<file path="src/uart_consts.svh">
`ifndef UART_CONSTS_SVH
`define UART_CONSTS_SVH

// ***************************************************************************
// serial frame timing
// ***************************************************************************

// clock cycles spent on each serial bit.
// 16 keeps simulation short; a real link derives this from the clock and baud.
`define UART_CLKS_PER_BIT 16

// data bits carried by one frame, sent LSB first.
`define UART_DATA_BITS 8

// ***************************************************************************
// transmit queue
// ***************************************************************************

// number of byte slots in the transmit queue.
// The host owns one credit per slot after reset, so this is also the
// initial host credit count.
`define UART_FIFO_DEPTH 4

// the pointer and count types in uartPkg assume a power-of-two depth.
// a depth of 4 gives 2-bit pointers that wrap on their own and a 3-bit
// occupancy that can hold the full value.

`endif

</file>
<file path="src/uartPkg.sv">
`include "uart_consts.svh"

package uartPkg;

    // ***********************************************************************
    // widths
    // ***********************************************************************
    typedef logic [`UART_DATA_BITS-1:0]          byteT;    // one data byte.
    typedef logic [$clog2(`UART_DATA_BITS)-1:0]  bitIdxT;  // current data bit.
    typedef logic [7:0]                          baudCntT; // cycles within a bit.

    typedef logic [$clog2(`UART_FIFO_DEPTH)-1:0] fifoPtrT; // wraps at the depth.
    typedef logic [$clog2(`UART_FIFO_DEPTH):0]   fifoCntT; // 0 up to the depth.

    // ***********************************************************************
    // state machines
    // ***********************************************************************
    typedef enum logic [2:0] {
        TX_IDLE, TX_START, TX_DATA, TX_STOP,
        TX_TURN // one cycle after the stop bit that returns the credit.
    } txStateT;

    typedef enum logic [2:0] {
        RX_IDLE, RX_START, RX_DATA, RX_STOP,
        RX_DELIVER // byte and error flag are shown for this one cycle.
    } rxStateT;

endpackage

</file>
<file path="src/txFifo.sv">
`timescale 1ns/1ps
`include "uart_consts.svh"

module txFifo import uartPkg::*; (
    input  logic clk,
    input  logic rstN,
    input  logic hostValid,
    input  byteT hostData,
    output logic hostCredit,
    output logic txValid,
    output byteT txData,
    input  logic txCredit
);

    localparam fifoCntT FULL_CNT = fifoCntT'(`UART_FIFO_DEPTH);

    byteT    mem [`UART_FIFO_DEPTH];
    fifoPtrT wrPtr;
    fifoPtrT rdPtr;
    fifoCntT count;
    logic    txCreditHeld; // the single credit granted by the transmitter.
    logic    push;
    logic    pop;

    // a write into a full queue is a host error and is dropped without a credit.
    assign push = hostValid && (count != FULL_CNT);

    // pop whenever the transmitter can take a byte and one is waiting.
    assign pop = txCreditHeld && (count != '0);

    assign txValid    = pop;
    assign txData     = mem[rdPtr];
    assign hostCredit = pop; // the popped slot goes back to the host.

    // ***********************************************************************
    // storage
    // ***********************************************************************
    always_ff @(posedge clk) begin
        if (push) begin
            mem[wrPtr] <= hostData;
        end
    end

    // ***********************************************************************
    // pointers, occupancy and downstream credit
    // ***********************************************************************
    always_ff @(posedge clk or negedge rstN) begin
        if (!rstN) begin
            wrPtr <= '0;
            rdPtr <= '0;
            count <= '0;
        end else begin
            if (push) begin
                wrPtr <= wrPtr + 1'b1;
            end
            if (pop) begin
                rdPtr <= rdPtr + 1'b1;
            end
            case ({push, pop})
                2'b10:   count <= count + 1'b1;
                2'b01:   count <= count - 1'b1;
                default: count <= count; // idle, or a push and pop together.
            endcase
        end
    end

    always_ff @(posedge clk or negedge rstN) begin
        if (!rstN) begin
            txCreditHeld <= 1'b1; // the transmitter starts out able to accept a byte.
        end else if (txCredit) begin
            txCreditHeld <= 1'b1;
        end else if (pop) begin
            txCreditHeld <= 1'b0;
        end
    end

    // the transmitter only returns its credit after a pop, so the set and
    // the clear above never meet in the same cycle.

endmodule

</file>
<file path="src/uartTx.sv">
`timescale 1ns/1ps
`include "uart_consts.svh"

module uartTx import uartPkg::*; (
    input  logic clk,
    input  logic rstN,
    input  logic txValid,
    input  byteT txData,
    output logic txCredit,
    output logic txSerial
);

    localparam baudCntT BIT_LAST = baudCntT'(`UART_CLKS_PER_BIT - 1);
    localparam bitIdxT  IDX_LAST = bitIdxT'(`UART_DATA_BITS - 1);

    txStateT state;
    baudCntT baudCnt;
    bitIdxT  bitIdx;
    byteT    shiftReg; // bit 0 is always the next data bit to send.
    logic    txLine;
    logic    bitDone;

    assign bitDone  = (baudCnt == BIT_LAST);
    assign txSerial = txLine;
    assign txCredit = (state == TX_TURN);

    // ***********************************************************************
    // data byte
    // ***********************************************************************
    always_ff @(posedge clk) begin
        if (state == TX_IDLE && txValid) begin
            shiftReg <= txData;
        end else if (state == TX_DATA && bitDone) begin
            shiftReg <= shiftReg >> 1;
        end
    end

    // ***********************************************************************
    // frame sequencer
    // ***********************************************************************
    always_ff @(posedge clk or negedge rstN) begin
        if (!rstN) begin
            state   <= TX_IDLE;
            baudCnt <= '0;
            bitIdx  <= '0;
            txLine  <= 1'b1; // line idles high.
        end else begin
            case (state)
                TX_IDLE: begin
                    if (txValid) begin
                        state   <= TX_START;
                        baudCnt <= '0;
                        txLine  <= 1'b0; // start bit begins on the next cycle.
                    end
                end
                TX_START: begin
                    if (bitDone) begin
                        state   <= TX_DATA;
                        baudCnt <= '0;
                        bitIdx  <= '0;
                        txLine  <= shiftReg[0];
                    end else begin
                        baudCnt <= baudCnt + 1'b1;
                    end
                end
                TX_DATA: begin
                    if (bitDone) begin
                        baudCnt <= '0;
                        if (bitIdx == IDX_LAST) begin
                            state  <= TX_STOP;
                            txLine <= 1'b1;
                        end else begin
                            bitIdx <= bitIdx + 1'b1;
                            txLine <= shiftReg[1]; // bit 0 leaves on this same edge.
                        end
                    end else begin
                        baudCnt <= baudCnt + 1'b1;
                    end
                end
                TX_STOP: begin
                    if (bitDone) begin
                        state   <= TX_TURN;
                        baudCnt <= '0;
                    end else begin
                        baudCnt <= baudCnt + 1'b1;
                    end
                end
                TX_TURN: begin
                    state <= TX_IDLE; // line stays high through this cycle.
                end
                default: begin
                    state <= TX_IDLE;
                end
            endcase
        end
    end

endmodule

</file>
<file path="src/uartRx.sv">
`timescale 1ns/1ps
`include "uart_consts.svh"

module uartRx import uartPkg::*; (
    input  logic clk,
    input  logic rstN,
    input  logic rxSerial,
    output logic rxValid,
    output byteT rxData,
    output logic rxFrameError
);

    localparam baudCntT BIT_LAST  = baudCntT'(`UART_CLKS_PER_BIT - 1);
    localparam baudCntT HALF_LAST = baudCntT'(`UART_CLKS_PER_BIT / 2 - 1);
    localparam bitIdxT  IDX_LAST  = bitIdxT'(`UART_DATA_BITS - 1);

    logic    syncMeta;
    logic    syncLine;
    logic    linePrev; // last synchronized value, for edge detection.
    logic    fallEdge;
    rxStateT state;
    baudCntT baudCnt;
    bitIdxT  bitIdx;
    byteT    shiftReg;
    logic    stopErr;
    logic    bitDone;

    assign fallEdge = linePrev && !syncLine;
    assign bitDone  = (baudCnt == BIT_LAST);

    assign rxValid      = (state == RX_DELIVER);
    assign rxData       = shiftReg;
    assign rxFrameError = stopErr && rxValid;

    // ***********************************************************************
    // input synchronizer
    // ***********************************************************************
    always_ff @(posedge clk or negedge rstN) begin
        if (!rstN) begin
            syncMeta <= 1'b1;
            syncLine <= 1'b1;
            linePrev <= 1'b1; // no false start edge right after reset.
        end else begin
            syncMeta <= rxSerial;
            syncLine <= syncMeta;
            linePrev <= syncLine;
        end
    end

    // data bits arrive LSB first, so each new sample enters at the top.
    always_ff @(posedge clk) begin
        if (state == RX_DATA && bitDone) begin
            shiftReg <= {syncLine, shiftReg[$bits(byteT)-1:1]};
        end
    end

    // ***********************************************************************
    // frame sequencer
    // ***********************************************************************
    always_ff @(posedge clk or negedge rstN) begin
        if (!rstN) begin
            state   <= RX_IDLE;
            baudCnt <= '0;
            bitIdx  <= '0;
            stopErr <= 1'b0;
        end else begin
            case (state)
                RX_IDLE: begin
                    if (fallEdge) begin
                        state   <= RX_START;
                        baudCnt <= '0;
                    end
                end
                RX_START: begin
                    // half a bit in, the start bit must still be low.
                    if (baudCnt == HALF_LAST) begin
                        baudCnt <= '0;
                        bitIdx  <= '0;
                        state   <= syncLine ? RX_IDLE : RX_DATA; // high means a glitch.
                    end else begin
                        baudCnt <= baudCnt + 1'b1;
                    end
                end
                RX_DATA: begin
                    if (bitDone) begin
                        baudCnt <= '0;
                        if (bitIdx == IDX_LAST) begin
                            state <= RX_STOP;
                        end else begin
                            bitIdx <= bitIdx + 1'b1;
                        end
                    end else begin
                        baudCnt <= baudCnt + 1'b1;
                    end
                end
                RX_STOP: begin
                    if (bitDone) begin
                        state   <= RX_DELIVER;
                        baudCnt <= '0;
                        stopErr <= !syncLine; // a low stop bit is a framing error.
                    end else begin
                        baudCnt <= baudCnt + 1'b1;
                    end
                end
                RX_DELIVER: begin
                    state <= RX_IDLE;
                end
                default: begin
                    state <= RX_IDLE;
                end
            endcase
        end
    end

endmodule

</file>
<file path="src/uartCore.sv">
`timescale 1ns/1ps

module uartCore import uartPkg::*; (
    input  logic clk,
    input  logic rstN,

    // host transmit side, credit based.
    input  logic hostValid,
    input  byteT hostData,
    output logic hostCredit,

    // serial lines.
    output logic txSerial,
    input  logic rxSerial,

    // received bytes, one cycle each.
    output logic rxValid,
    output byteT rxData,
    output logic rxFrameError
);

    // ***********************************************************************
    // transmit path
    // ***********************************************************************
    logic txValid;
    byteT txData;
    logic txCredit;

    txFifo uTxFifo (
        .clk        (clk),
        .rstN       (rstN),
        .hostValid  (hostValid),
        .hostData   (hostData),
        .hostCredit (hostCredit),
        .txValid    (txValid),
        .txData     (txData),
        .txCredit   (txCredit)
    );

    uartTx uUartTx (
        .clk      (clk),
        .rstN     (rstN),
        .txValid  (txValid),
        .txData   (txData),
        .txCredit (txCredit),
        .txSerial (txSerial)
    );

    // ***********************************************************************
    // receive path, independent of the transmitter.
    // ***********************************************************************
    uartRx uUartRx (
        .clk          (clk),
        .rstN         (rstN),
        .rxSerial     (rxSerial),
        .rxValid      (rxValid),
        .rxData       (rxData),
        .rxFrameError (rxFrameError)
    );

endmodule

</file>
<file path="config.mk">
export PLATFORM = sky130hd
export DESIGN_NAME = uartCore
export DESIGN_NICKNAME = d
export VERILOG_FILES = /design/src/uartPkg.sv /design/src/txFifo.sv /design/src/uartTx.sv /design/src/uartRx.sv /design/src/uartCore.sv
export VERILOG_INCLUDE_DIRS = /design/src /design/src/src
export SDC_FILE = /design/constraint.sdc
export NUM_CORES = 1
export LEC_CHECK = 0
export ABC_AREA = 1
export BUFFER_PORTS_ARGS = -buffer_cell sky130_fd_sc_hd__buf_2
export CAP_MARGIN = 20
export CORE_UTILIZATION = 65
export CTS_CLUSTER_SIZE = 16
export DETAILED_ROUTE_END_ITERATION = 8
export PLACE_DENSITY = 0.81
export SYNTH_ARGS = -nofsm -noshare
export SYNTH_HDL_FRONTEND = slang
export SYNTH_SLANG_ARGS = --single-unit
</file>
<file path="constraint.sdc">
create_clock -name clk -period 4 [get_ports clk]
set_input_delay 0.8 -clock clk [delete_from_list [all_inputs] [get_ports clk]]
set_output_delay 0.8 -clock clk [all_outputs]
set_load 0.01 [all_outputs]
</file>
# --- Yosys cells after proc, flatten, opt, wreduce, memory -nomap -nowiden ---
# Memory sizes are Yosys's and may differ from the RTL's.
# Cells that the tools add are included.
# Widths: inputs -> output; s select.
totals:
  mem_bits_rw: 32
  wordCells: 122
  mem_count: 1
  ff_bits: 57
mem_list:
  columns: ["memory", "depth", "word_bits", "rd", "rd_clocked_by_memory_dff", "wr", "line_no", "text"]
  rows:
  - ["uTxFifo.mem", 4, 8, 1, 0, 1, "txFifo.sv:17", "byteT mem [`UART_FIFO_DEPTH];"]
classes:
  eq_ne: 28
  n_addsub: 8
  n_reduce_logical: 29
  mux: 39
op_table:
  columns: ["op", "n"]
  rows:
  - ["$mux 8", 7]
  - ["$mux 3", 16]
  - ["$pmux 3 s4", 2]
  - ["$pmux 8 s3", 1]
  - ["$pmux 3 s2", 3]
  - ["$add 8x1->8 const B", 2]
  - ["$eq 8x4->1 const B", 2]
  - ["$pmux 8 s2", 1]
  - ["$ne 2x1->1 const B", 7]
  - ["$eq 3x2->1 const B", 4]
  - ["$eq 3x3->1 const B", 4]
  - ["$reduce_and 4->1", 3]
  - ["$reduce_bool 2->1", 6]
  - ["$ne 2x2->1 const B", 5]
  - ["$reduce_and 5->1", 2]
  - ["$add 3x1->3 const B", 3]
  - ["$reduce_bool 3->1", 3]
  - ["$eq 8x3->1 const B", 1]
  - ["$logic_and 1x1->1", 7]
  - ["$mux 1", 7]
  - ["$eq 3x1->1 const B", 2]
  - ["$logic_not 3->1", 2]
  - ["$reduce_and 2->1", 3]
  - ["$add 2x1->2 const B", 2]
  - ["other kinds (9)", 9]

# --- Logic depth before layout (Yosys ltp) ---
logic_depth:
  depth_word: 4
  mapped_depth: 10
  ltp_nobuf: 10

# --- Cells and area by module ---
# From an unflattened synthesis, not the netlist that was laid out.
hier_totals:
  hier_cells: 447
  hier_area_um2: 4297.9
modules_own_cells:
  columns: ["module", "seq_area_each_um2", "instances", "area_each_um2", "cells_each"]
  rows:
  - ["txFifo", 1162.4, 1, 1774.2, 156]
  - ["uartTx", 616.8, 1, 1281.2, 152]
  - ["uartRx", 694.4, 1, 1242.4, 139]

# --- Worst setup path after synthesis ---
# OpenSTA, ideal clock, no wires.
synth_timing:
  path_type: "input-to-reg"
  from: "in hostValid"
  to: "reg uTxFifo.count[2]"
  arrival_time_ps: 1869
  setup_slack_ps: 2000
  required_time_ps: 3869
  n_path_buf: 0
  path_stages: 7
  cell_sequence: "o31ai_4 > ha_1 > inv_1 > fa_1 > a21oi_1 > o21ai_0 > xor2_1"
synth_between:
  elab_chain_cells: 3
synth_lines:
  columns: ["element", "line_no", "text"]
  rows:
  - ["start: declaration", "uartCore.sv:8", "input logic hostValid,"]
  - ["$logic_and 1x1->1 *", "txFifo.sv:26", "assign push = hostValid && (count != FULL_CNT);"]
  - ["$eq 2x1->1 / $eq 2x2->1 (equally long branches)", "txFifo.sv:59", "case ({push, pop})"]
  - ["$pmux 3 s2 / $reduce_bool 2->1 (equally long branches)", null, null]
  - ["end signal: assignment", "txFifo.sv:60", "2'b10: count <= count + 1'b1;"]
  - ["end signal: assignment", "txFifo.sv:61", "2'b01: count <= count - 1'b1;"]
  - ["end signal: assignment", "txFifo.sv:62", "default: count <= count;"]
  - ["end: declaration", "txFifo.sv:20", "fifoCntT count;"]
# Mark *: on every way between the ends. The rest lies on a longest branch, timed or not.
# A chain may end at the register's enable or synchronous reset.

# --- Worst setup path after layout ---
layout_timing:
  from: "reg uUartTx.baudCnt[0]"
  to: "reg uUartTx.shiftReg[3] (enable)"
layout_between:
  elab_chain_cells: 3
layout_lines:
  columns: ["element", "line_no", "text"]
  rows:
  - ["start: declaration", "uartTx.sv:17", "baudCntT baudCnt;"]
  - ["start signal: assignment", "uartTx.sv:63", "baudCnt <= baudCnt + 1'b1;"]
  - ["start signal: assignment", "uartTx.sv:77", "baudCnt <= baudCnt + 1'b1;"]
  - ["start signal: assignment", "uartTx.sv:85", "baudCnt <= baudCnt + 1'b1;"]
  - ["$eq 8x4->1", "uartTx.sv:23", "assign bitDone = (baudCnt == BIT_LAST);"]
  - ["$logic_and 1x1->1", "uartTx.sv:33", "end else if (state == TX_DATA && bitDone) begin"]
  - ["$reduce_bool 2->1 (no source line)", null, null]
  - ["end signal: assignment", "uartTx.sv:32", "shiftReg <= txData;"]
  - ["end signal: assignment", "uartTx.sv:34", "shiftReg <= shiftReg >> 1;"]
  - ["end: declaration", "uartTx.sv:19", "byteT shiftReg;"]
# No other way between the ends.

==> results_dict.tcl <==
set metrics [dict create \
    status "finished clean" \
    final_cell_mix "82 x nand2_1, 52 x nor2_1, 48 x edfxtp_1" \
    drt_iter0_markers 164 \
    layout_commonest_cell "nand2_1" \
    grt_antenna_before_repair 0 \
    drv_slew 0 \
    clkTransAtPathRegs_ns 0.08 \
    synthCells 396 \
    start_util 0.675 \
    cap_violations 0 \
    finClkSkew_ns 0.0146 \
    yosys.area_share.xor_xnor 0.0131 \
    cts_max_level 3 \
    gp_congestion 0.900 \
    route.vias.total 2796 \
    core_area_um2 5960 \
    cts_tree "done" \
    yosys_warnings 0 \
    slew-limit-headroom 0.323 \
    grt_pass1_vias 2661 \
    avgSynthCellArea_um2 10.2 \
    io_pins 24 \
    dpl.hpwl_um 4760 \
    grt_usage 0.241 \
    viasPerCell 5.53 \
    p_leak_nw 1.86 \
    netlist_area_um2 4020 \
    hp-class "reg -> reg" \
    insertedDiodeCount 0 \
    synth_adder_area_share 0.0392 \
    nets 450 \
    synth-simple-area-share 0.200 \
    drive_gt1_frac 0.148 \
    wl_per_cell_um 13.7 \
    seq_area_um2 2470 \
    fillerInstances 423 \
    tightestPinTransition_ns 1.01 \
    grt_pass1_wl_um 11600 \
    post_cts_buffers 0 \
    synth_mux_area_frac 0 \
    cts_hold_buf 0 \
    dr.pass1.iters 4 \
    die_w_um 80.7 \
    timing.final.crit_period_ns 2.20 \
    cp.arrival_ns 2.18 \
    overflow 0 \
    cp_max_fo 8 \
    io_buffers 23 \
    cts_sinks 89 \
    yosysSeqAreaShare 0.615 \
    start_kind "flip-flop" \
    path_class "reg -> reg" \
    insertion_delay_ns 0.35 \
    hold_viol 0 \
    ys_seq_elements 89 \
    cts-root-buf "clkbuf_8" \
    clock_path_buffers 2 \
    ant_nets 0 \
    fp-row-count 28 \
    max_freq_ghz 0.454 \
    syn2layout_area_growth_pct 9.43 \
    cts_resized 0 \
    total_power_mw 1.84 \
    rsz0062_at_grt "false" \
    final.setup.tns_ns 0 \
    setup_viol 0 \
    grt_max_degree 42 \
    dieArea_um2 6510 \
    synth_top_family_by_area "simple AND/OR/NAND/NOR gates" \
    min_period_over_period 0.551 \
    drc 0 \
    synth_nets 420 \
    multi_input_area_um2 1370 \
    final_util 0.739 \
    worstPathRequired_ns 3.97 \
    irDropWorstVdd_mv 0.312 \
    cellPowerDensity_nw_per_um2 418 \
    cts_buffers 9 \
    crit_path_end_kind "flip-flop" \
    ys_types 37 \
    wirelength_um 6920 \
    die_h_um 80.7 \
    synth-compound-area-share 0.0884 \
]
-- state kept, by name, indices dropped and copies added, names as in the netlist --
name                  count
uTxFifo.mem              32
uUartRx.baudCnt           8
uUartRx.rxData            8
uUartTx.baudCnt           8
uUartTx.shiftReg          8
uTxFifo.count             3
uUartRx.bitIdx            3
uUartRx.state             3
uUartTx.bitIdx            3
uUartTx.state             3
uTxFifo.rdPtr             2
uTxFifo.wrPtr             2
uTxFifo.txCreditHeld      1
uUartRx.linePrev          1
uUartRx.stopErr           1
uUartRx.syncLine          1
uUartRx.syncMeta          1
uUartTx.txSerial          1
-- synth_stat cells --
cell	n	area (um^2)
o21ai_0	42	210
fa_1	1	20.0
nor2_2	4	25.0
nand3_2	1	10.0
dfrtp_1	36	901
a31oi_1	1	6.26
nand2_1	82	308
buf_2	4	20.0
clkbuf_1	1	3.75
o31ai_4	1	21.3
xor2_1	5	43.8
nand3_1	20	100
a21oi_2	1	8.76
edfxtp_1	48	1440
and3_1	1	6.26
a22o_1	1	8.76
nand3b_1	2	15.0
nor2_1	52	195
inv_1	39	146
nand4_2	1	12.5
xnor2_1	1	8.76
clkinv_2	1	5.00
o22ai_1	2	12.5
or2_4	1	8.76
o32ai_1	1	8.76
nor3_2	1	10.0
nand2_2	5	31.3
nand2_4	2	22.5
a21oi_1	7	35.0
ha_1	11	138
nand4_1	7	43.8
nor3_1	3	15.0
o21ai_2	2	17.5
a21boi_0	2	15.0
dfstp_2	5	131
inv_2	1	3.75
o21bai_2	1	11.3
-- power by group --
| group | switching (mW) | internal, mW | total [mW] |
|---|---|---|---|
| Combinational | 0.149 | 0.0679 | 0.217 |
| Sequential | 0.0276 | 0.995 | 1.02 |
| Clock | 0.307 | 0.292 | 0.599 |
-- cell type report --
cell class / count / area share
Clock buffer: 12 / 0.0307
Clock inverter: 4 / 0.0122
Multi-Input combinational cell: 261 / 0.311
Timing Repair Buffer: 24 / 0.0273
Sequential cell: 89 / 0.562
Tap cell: 75 / 0.0213
Inverter: 41 / 0.0353
-- routing by layer --
layer,vias up,share of wire,global-route usage
met2,67,0.48,0.379
met4,0,0.018,0.127
met5,-,0,0
met1,1328,0.47,0.317
li1,1387,-,-
met3,14,0.040,0.0489
-- stage by stage --
step                      setup WS, ns  hold slack [ns]  cells  cell area, um^2
after detailed placement          1.76            0.349    489             4210
after global routing              1.60            0.368    506             4400
after global placement            1.81            0.348    489             4210
after floorplan                   2.00            0.345    396             4020
final                             1.80            0.360    506             4400
after CTS                         1.78            0.361    505             4400
-- cell families (layout without fill, tap and decap cells) --
family	Yosys count	after routing
and+or+nand+nor	182	182
DFF	89	89
AOI/OAI and AO/OA	61	61
buffers and inverters	46	81
adders and majority gates	12	12
xor gates and xnor gates	6	6
-- worst max-delay path, cell delays in order, from the launching register on --
cell and delay [ns]:
dfrtp_1 0.40, ha_1 0.18, nand2_1 0.09, nor2_2 0.15, nand4_2 0.17, o21ai_0 0.83
-- path summary, 6_finish.rpt --
| path | depth (start not counted) | slack, ns | to | from |
|---|---|---|---|---|
| setup / recovery | 5 | 1.80 | uUartTx.shiftReg[3] | uUartTx.baudCnt[0] |
| hold / removal | 0 | 0.36 | uUartRx.syncLine | uUartRx.syncMeta |
| setup reg to reg | 5 | 1.80 | uUartTx.shiftReg[3] | uUartTx.baudCnt[0] |
| hold reg to reg | 0 | 0.36 | uUartRx.syncLine | uUartRx.syncMeta |
| max in group asynchronous | 1 | 2.87 | uTxFifo.wrPtr[1] | rstN |
| min in group asynchronous | 1 | 0.56 | uUartTx.state[1] | rstN |
(Power assumes the default switching activity.)
